--- src/logic/isa_pkg.sv ---
package isa_pkg;

    // data path and register file sizes
    localparam int WORD_W     = 32;
    localparam int REG_ADDR_W = 5;
    localparam int NUM_REGS   = 32;
    localparam int IMM_W      = 16;

    // instruction field positions
    localparam int OPCODE_HI = 31;
    localparam int OPCODE_LO = 26;
    localparam int RS_HI     = 25;
    localparam int RS_LO     = 21;
    localparam int RT_HI     = 20;
    localparam int RT_LO     = 16;
    localparam int RD_HI     = 15;
    localparam int RD_LO     = 11;
    localparam int FUNCT_HI  = 5;
    localparam int FUNCT_LO  = 0;

    typedef logic [REG_ADDR_W-1:0] reg_addr_t;
    typedef logic [WORD_W-1:0]     word_t;

    // the only major opcodes that get decoded
    typedef enum logic [5:0] {
        OP_RTYPE = 6'd0,
        OP_ADDI  = 6'd8,
        OP_SLTI  = 6'd10,
        OP_ANDI  = 6'd12,
        OP_ORI   = 6'd13,
        OP_XORI  = 6'd14
    } opcode_e;

    // r-type function codes
    typedef enum logic [5:0] {
        F_ADD = 6'd32,
        F_SUB = 6'd34,
        F_AND = 6'd36,
        F_OR  = 6'd37,
        F_XOR = 6'd38,
        F_SLT = 6'd42
    } funct_e;

    // operations one alu lane can perform
    typedef enum logic [2:0] {
        ALU_ADD,
        ALU_SUB,
        ALU_AND,
        ALU_OR,
        ALU_XOR,
        ALU_SLT
    } alu_op_e;

endpackage

--- src/logic/pipe_pkg.sv ---
package pipe_pkg;

    import isa_pkg::*;

    // fetch address space
    localparam int PC_W = 8;

    typedef logic [PC_W-1:0] pc_t;

    localparam pc_t PC_RESET = '0;

    // one decoded instruction
    typedef struct packed {
        reg_addr_t src_a;
        reg_addr_t src_b;
        logic      uses_imm;
        word_t     imm;
        alu_op_e   alu_op;
        reg_addr_t dest;
        logic      writes;
    } uop_t;

    // issued pair with lane a as the older instruction
    typedef struct packed {
        uop_t lane_a;
        uop_t lane_b;
        logic valid_a;
        logic valid_b;
    } packet_t;

    // one retired register write
    typedef struct packed {
        logic      valid;
        reg_addr_t dest;
        word_t     data;
    } wb_lane_t;

    typedef struct packed {
        wb_lane_t wb_a;
        wb_lane_t wb_b;
    } wb_pair_t;

endpackage

--- src/logic/issue_unit.sv ---
module issue_unit
    import isa_pkg::*;
    import pipe_pkg::*;
(
    input  logic    clk,
    input  logic    reset,
    input  word_t   inst_a,
    input  word_t   inst_b,
    output pc_t     pc,
    output packet_t issue_pkt
);

    uop_t uop_a;
    uop_t uop_b;
    logic b_rtype;
    logic split;

    function automatic alu_op_e funct_to_op(input funct_e fn);
        alu_op_e op;
        case (fn)
            F_SUB:   op = ALU_SUB;
            F_AND:   op = ALU_AND;
            F_OR:    op = ALU_OR;
            F_XOR:   op = ALU_XOR;
            F_SLT:   op = ALU_SLT;
            default: op = ALU_ADD;
        endcase
        return op;
    endfunction

    function automatic uop_t decode(input word_t inst);
        uop_t             u;
        opcode_e          opc;
        funct_e           fn;
        logic [IMM_W-1:0] raw;
        opc = opcode_e'(inst[OPCODE_HI:OPCODE_LO]);
        fn  = funct_e'(inst[FUNCT_HI:FUNCT_LO]);
        raw = inst[IMM_W-1:0];
        u = '0;
        u.src_a    = inst[RS_HI:RS_LO];
        u.src_b    = inst[RT_HI:RT_LO];
        u.dest     = inst[RT_HI:RT_LO];
        u.uses_imm = 1'b1;
        u.writes   = 1'b1;
        // addi and slti sign extend while the logical ones zero extend
        if (opc == OP_ADDI || opc == OP_SLTI)
        begin
            u.imm = {{(WORD_W-IMM_W){raw[IMM_W-1]}}, raw};
        end
        else
        begin
            u.imm = {{(WORD_W-IMM_W){1'b0}}, raw};
        end
        case (opc)
            OP_RTYPE:
            begin
                u.uses_imm = 1'b0;
                u.dest     = inst[RD_HI:RD_LO];
                u.alu_op   = funct_to_op(fn);
                u.writes   = fn inside {F_ADD, F_SUB, F_AND, F_OR, F_XOR, F_SLT};
            end
            OP_ADDI: u.alu_op = ALU_ADD;
            OP_SLTI: u.alu_op = ALU_SLT;
            OP_ANDI: u.alu_op = ALU_AND;
            OP_ORI:  u.alu_op = ALU_OR;
            OP_XORI: u.alu_op = ALU_XOR;
            default: u.writes = 1'b0;
        endcase
        return u;
    endfunction

    assign uop_a = decode(inst_a);
    assign uop_b = decode(inst_b);

    // rt is only a source for r-type
    assign b_rtype = (inst_b[OPCODE_HI:OPCODE_LO] == OP_RTYPE);

    // raw dependency inside the pair makes lane b wait one cycle
    assign split = uop_a.writes && (uop_a.dest != '0) &&
                   ((uop_b.src_a == uop_a.dest) ||
                    (b_rtype && (uop_b.src_b == uop_a.dest)));

    always_ff @(posedge clk or negedge reset)
    begin
        if (!reset)
        begin
            pc        <= PC_RESET;
            issue_pkt <= '0;
        end
        else
        begin
            // on a split the second word comes back as lane a
            pc        <= split ? pc + pc_t'(1) : pc + pc_t'(2);
            issue_pkt <= '{lane_a:  uop_a,
                           lane_b:  uop_b,
                           valid_a: 1'b1,
                           valid_b: !split};
        end
    end

endmodule

--- config.mk ---
export PLATFORM = sky130hd
export DESIGN_NAME = issue_unit
export DESIGN_NICKNAME = d
export VERILOG_FILES = /design/src/logic/isa_pkg.sv /design/src/logic/pipe_pkg.sv /design/src/logic/issue_unit.sv
export SDC_FILE = /design/constraint.sdc
export NUM_CORES = 1
export LEC_CHECK = 0
export CAP_MARGIN = 20
export CORE_AREA = 2 2 97 99
export DETAILED_ROUTE_END_ITERATION = 7
export DIE_AREA = 0 0 99 101
export DONT_BUFFER_PORTS = 1
export GPL_ROUTABILITY_DRIVEN = 1
export PLACE_DENSITY = 0.62
export REMOVE_ABC_BUFFERS = 1
export SKIP_LAST_GASP = 1
export SLEW_MARGIN = 15
export SYNTH_ARGS = -nofsm -noshare
export SYNTH_HDL_FRONTEND = slang
export SYNTH_SLANG_ARGS = --single-unit
--- constraint.sdc ---
create_clock -name clk -period 1.2 [get_ports clk]
set_input_delay 0.24 -clock clk [delete_from_list [all_inputs] [get_ports clk]]
set_output_delay 0.24 -clock clk [all_outputs]
set_load 0.05 [all_outputs]
=== Yosys cells after proc, flatten, opt, wreduce, memory -nomap -nowiden ===
Cells that the tools add are included.

* Word-level logic and storage cells: 70
* Bits in registers: 114
* RAM bits: 0
* Memory bits (read-only): 0
* Memories: 0
* Latch bits: 0
* Input bits: 66

* Multiply operators: 0
* Bitwise logic cells: 0
* Div/mod/pow operators: 0
* Muxes and demuxes: 13
* Reductions and logical operators: 14
* Add/subtract/negate cells: 2
* Equality and inequality tests: 24
* Shift-type cells: 0
* Order comparisons: 0

{| class="wikitable"
|+ Operators with widths
! operator !! count
|-
| equality test 6 bit (second input constant) || 12
|-
| 2-to-1 mux 32 bit || 2
|-
| equality test 6 x 4 -> 1 bit (second input constant) || 10
|-
| one-hot mux 3 bit (5 select lines) || 4
|-
| zero test 6 bit || 2
|-
| nonzero test 6 bit || 2
|-
| equality test 5 bit || 2
|-
| 2-to-1 mux 5 bit || 2
|-
| OR reduction 5 bit || 2
|-
| adder 8 x 1 -> 8 bit (second input constant) || 1
|-
| adder 8 x 2 -> 8 bit (second input constant) || 1
|-
| 2-to-1 mux 8 bit || 1
|-
| nonzero test 5 bit || 1
|-
| one-hot mux 1 bit (2 select lines) || 2
|-
| logical AND 1 bit || 3
|-
| logical OR 1 bit || 3
|-
| 2-to-1 mux 1 bit || 2
|-
| zero test 1 bit || 1
|}

=== Longest topological paths before layout ===
* Word-level depth: 7
* Gate-level depth with buffers: 11

=== Least setup slack after synthesis ===
No wires, ideal clock.

* Kind: input -> register
* Start point: input inst_a[27]
* End point: register pc[6]
* Data arrival time: 2.332 ns
* Cell stages on the path: 9
* Library setup time: 0.082 ns
* Slack: -1.214 ns
* Path buffers: 2
* Cells stage by stage: nor4_2 and2_1 buf_6 mux2_2 or4_1 o211ai_2 buf_6 mux2i_1 xor2_1

{| class="wikitable"
|+ RTL lines
! what !! line !! text
|-
| start, declared || issue_unit.sv:7 || <nowiki>input word_t inst_a,</nowiki>
|-
| end signal, assigned || issue_unit.sv:93 || <nowiki>pc <= split ? pc + pc_t'(1) : pc + pc_t'(2);</nowiki>
|-
| end, declared || issue_unit.sv:9 || <nowiki>output pc_t pc,</nowiki>
|}

==> metrics.txt <==
# TYPE chip_impl_metric gauge
chip_impl_metric{name="synth-warning-count",unit=""} 0
chip_impl_metric{name="global_route.overflow_total",unit=""} 0
chip_impl_metric{name="ant_nets",unit=""} 0
chip_impl_metric{name="netSwitchingPower",unit="mW"} 2.470
chip_impl_metric{name="p_comb_frac",unit=""} 0.209
chip_impl_metric{name="sink_count",unit=""} 84
chip_impl_metric{name="clkTransAtPathRegs",unit="ns"} 0.08
chip_impl_metric{name="floorplan.initialDensity",unit=""} 0.3614
chip_impl_info{name="timing.setup.critical_path_class",value="primary input to register"} 1
chip_impl_metric{name="via_count",unit=""} 2311
chip_impl_metric{name="initial_antenna_violation_count",unit=""} 0
chip_impl_metric{name="avg_synthesized_cell_area",unit="um^2"} 12.77
chip_impl_info{name="synth_area_leader_cell",value="sky130_fd_sc_hd__dfrtp_1"} 1
chip_impl_metric{name="maximum_number_of_pins_on_one_net_before_global_route_repair",unit=""} 85
chip_impl_metric{name="gp_congestion",unit=""} 0.8044
chip_impl_metric{name="max_h_tree_level",unit=""} 3
chip_impl_metric{name="totalWireLength",unit="um"} 8257
chip_impl_info{name="worstHoldPathType",value="primary input to async pin"} 1
chip_impl_metric{name="cp_data_arrival_time",unit="ns"} 2.19
chip_impl_metric{name="number_of_global_route_vias_before_repair",unit=""} 2513
chip_impl_metric{name="r2r_cells",unit=""} 4
chip_impl_metric{name="drt_iter0_drc",unit=""} 50
chip_impl_metric{name="final_min_period_over_clock_period",unit=""} 1.598
chip_impl_metric{name="post-route-drc-count",unit=""} 0
chip_impl_metric{name="routed_wire_length_per_instance",unit="um"} 17.68
chip_impl_info{name="worstSetupStartpointType",value="primary input"} 1
chip_impl_metric{name="ys_seq_area_frac",unit=""} 0.6479
chip_impl_metric{name="synth_largest_type_area_fraction",unit=""} 0.6479
chip_impl_metric{name="maxSlewViolCount",unit=""} 0
chip_impl_info{name="yosysMostFrequentCell",value="sky130_fd_sc_hd__dfrtp_1"} 1
chip_impl_metric{name="place.port_buffers",unit=""} 0
chip_impl_metric{name="cts_buffer_depth",unit=""} 2
chip_impl_metric{name="finalWorstPathRequiredPeriod",unit="ns"} 1.917
chip_impl_metric{name="max-vdd-ir-drop",unit="uV"} 660.5
chip_impl_info{name="synth.area.top_cells",value="sky130_fd_sc_hd__dfrtp_1, sky130_fd_sc_hd__buf_4, sky130_fd_sc_hd__nor2_1, sky130_fd_sc_hd__mux2_2, sky130_fd_sc_hd__a21oi_1"} 1
chip_impl_info{name="crit-reg2reg-launch",value="pc[1]"} 1
chip_impl_metric{name="max_clock_freq",unit="MHz"} 521.6
chip_impl_metric{name="synth-async-reset-ratio",unit=""} 1.000
chip_impl_info{name="cts_root_buffer",value="sky130_fd_sc_hd__clkbuf_8"} 1
chip_impl_metric{name="reg2reg_slack",unit="ns"} 0.08
chip_impl_metric{name="power.total",unit="mW"} 7.477
chip_impl_metric{name="power_frac_seq",unit=""} 0.490
chip_impl_info{name="cts_tree",value="done"} 1
chip_impl_metric{name="syn_inst",unit=""} 254
chip_impl_metric{name="drive_gt1_frac",unit=""} 0.4803
chip_impl_metric{name="internal_power",unit="mW"} 5.007
chip_impl_metric{name="power.static_leakage",unit="nW"} 2.009
chip_impl_info{name="run_status",value="finished, violations left"} 1
chip_impl_metric{name="cts.hold.buffers_added",unit=""} 56
chip_impl_metric{name="clock_latency",unit="ns"} 0.34
chip_impl_info{name="violated_checks",value="hold timing, setup timing"} 1
chip_impl_metric{name="finish.net_count",unit=""} 419
chip_impl_metric{name="drt_pass1_iterations",unit=""} 6
chip_impl_metric{name="rows",unit=""} 35
chip_impl_metric{name="clkPwrFrac",unit=""} 0.301
chip_impl_metric{name="hold_violations",unit=""} 84
chip_impl_metric{name="power_per_cell_area",unit="nW/um^2"} 1576
chip_impl_info{name="worstSetupStartpoint",value="inst_a[30]"} 1
chip_impl_info{name="category_of_the_worst_setup_path_capture_point",value="register"} 1
chip_impl_metric{name="ys_seq_elements",unit=""} 84
chip_impl_metric{name="ios",unit=""} 180
chip_impl_metric{name="grt_pass1_wl",unit="um"} 12740
chip_impl_metric{name="synth_enable_flop_cells",unit=""} 0
chip_impl_info{name="synth_flop_cell",value="sky130_fd_sc_hd__dfrtp_1"} 1
chip_impl_metric{name="data_required_time_of_the_critical_path",unit="ns"} 1.48
chip_impl_metric{name="cap_viol_max_count",unit=""} 0
chip_impl_metric{name="die_x",unit="um"} 99
chip_impl_metric{name="synth_area",unit="um^2"} 3244
chip_impl_metric{name="tritoncts_buffer_count",unit=""} 9
chip_impl_metric{name="path_max_fanout",unit=""} 7
chip_impl_metric{name="setup_ws",unit="ns"} -0.7172
chip_impl_metric{name="n_antenna_cell",unit=""} 0
chip_impl_metric{name="totalNegativeSetupSlack",unit="ns"} -13.96
chip_impl_metric{name="design.core.area",unit="um^2"} 8977
chip_impl_metric{name="worst_hold_slack",unit="ns"} -0.4223
chip_impl_metric{name="synthToLayoutAreaGrowth",unit="%"} 46.20
chip_impl_metric{name="setup_viol",unit=""} 55
chip_impl_metric{name="detail_placement_hpwl",unit="um"} 5400
chip_impl_info{name="grt_setup_unrepaired",value="yes"} 1
chip_impl_metric{name="detail_route.vias_per_cell",unit=""} 4.949
chip_impl_metric{name="swShare",unit=""} 0.3303
chip_impl_metric{name="dieHeight",unit="um"} 101
chip_impl_metric{name="fp.dieArea",unit="um^2"} 9999
chip_impl_info{name="synth.top_cells.by_count",value="sky130_fd_sc_hd__dfrtp_1, sky130_fd_sc_hd__buf_4, sky130_fd_sc_hd__nor2_1"} 1
chip_impl_metric{name="clock_skew",unit="ns"} 0.003463
chip_impl_metric{name="synth.distinct_cells",unit=""} 45
chip_impl_metric{name="gr-usage-all-layers",unit=""} 0.1655
[routing by layer]
metal | global-route usage | wire length, um | vias up
met3 | 0.06657 | 819 | 13
met4 | 0.05690 | 141 | 0
li1 | - | - | 1038
met1 | 0.1875 | 3103 | 1139
met5 | 0 | 0 | -
met2 | 0.2843 | 4192 | 121
[per-stage QoR]
| stage | area, um^2 | instances | hold WS [ns] | utilization | setup slack [ns] |
|---|---|---|---|---|---|
| floorplan | 2985 | 221 | -0.05559 | - | -4.091 |
| global placement | 3590 | 383 | -0.05362 | 0.3999 | -1.316 |
| detailed placement | 3590 | 383 | -0.05373 | 0.3999 | -1.305 |
| CTS | 4679 | 465 | -0.4484 | 0.5213 | -0.7089 |
| global route | 4743 | 467 | -0.4563 | 0.5284 | -0.7824 |
| finish | 4743 | 467 | -0.4223 | 0.5284 | -0.7172 |
[worst max-delay path, stage by stage]
cell and delay, ns:
sky130_fd_sc_hd__nor4_4 0.28, sky130_fd_sc_hd__and2_4 0.23, sky130_fd_sc_hd__mux2_4 0.32, sky130_fd_sc_hd__or4_4 0.55, sky130_fd_sc_hd__o211ai_4 0.15, sky130_fd_sc_hd__buf_4 0.17
sky130_fd_sc_hd__buf_6 0.10, sky130_fd_sc_hd__nor2_2 0.03, sky130_fd_sc_hd__a21oi_1 0.10
[state kept, by name, summed over array words and instances, names as in the netlist]
register and flops:
pc 8, issue_pkt 76
[path summary, 6_finish.rpt]
kind	endpoint
min	pc[3]
min in group clk	issue_pkt[41]
max reg2reg	pc[7]
max	pc[1]
min reg2reg	pc[6]
max in group asynchronous	issue_pkt[3]
[layout by cell type, fill, tap and decap left out, drive strengths merged, types with 3 or more instances in the layout]
cell	count
nand2b	5
nor3	3
xor2	6
a21oi	11
a31oi	3
nor2	18
dlygate4sd3	56
nand3	5
inv	15
xnor2	6
nand2	11
buf	63
o21ai	5
mux2	7
nor4	3
clkbuf	9
o22ai	6
dfrtp	84
and2	4
[power by group through the flow]
stage	logic, mW	registers [mW]	clock network (mW)
after floorplan	0.283	4.16	0
after global placement	1.12	3.70	0
after detailed placement	1.13	3.70	0
after CTS	1.52	3.66	2.32
after global routing	1.65	3.70	2.45
final	1.56	3.66	2.25
[what timing repair did]
action,CTS,global route
gates resized for setup,95,12
endpoints found under the setup margin,121,63
pin swaps,10,4
endpoints found under the hold margin,142,84
buffers inserted,10,2
[cell type report]
cell class	count	area, um^2
Fill cell	768	4234
Sequential cell	84	2187
Timing Repair Buffer	119	1207
Multi-Input combinational cell	125	932.1
Tap cell	111	138.9
Clock buffer	9	123.9
Clock inverter	7	103.9
Inverter	12	50.05
[cells by family after synthesis]
group	count (synthesis)	share of synthesized area
flip-flops	84	0.6479
AND/OR/NAND/NOR	61	0.09950
buffers and inverters	45	0.09526
AO/OA/AOI/OAI	40	0.08446
XOR/XNOR	12	0.03239
adder cells (fa/ha/maj)	2	0.007712
other	1	0.001156
multiplexers	9	0.03162
(Power assumes the default switching activity.)
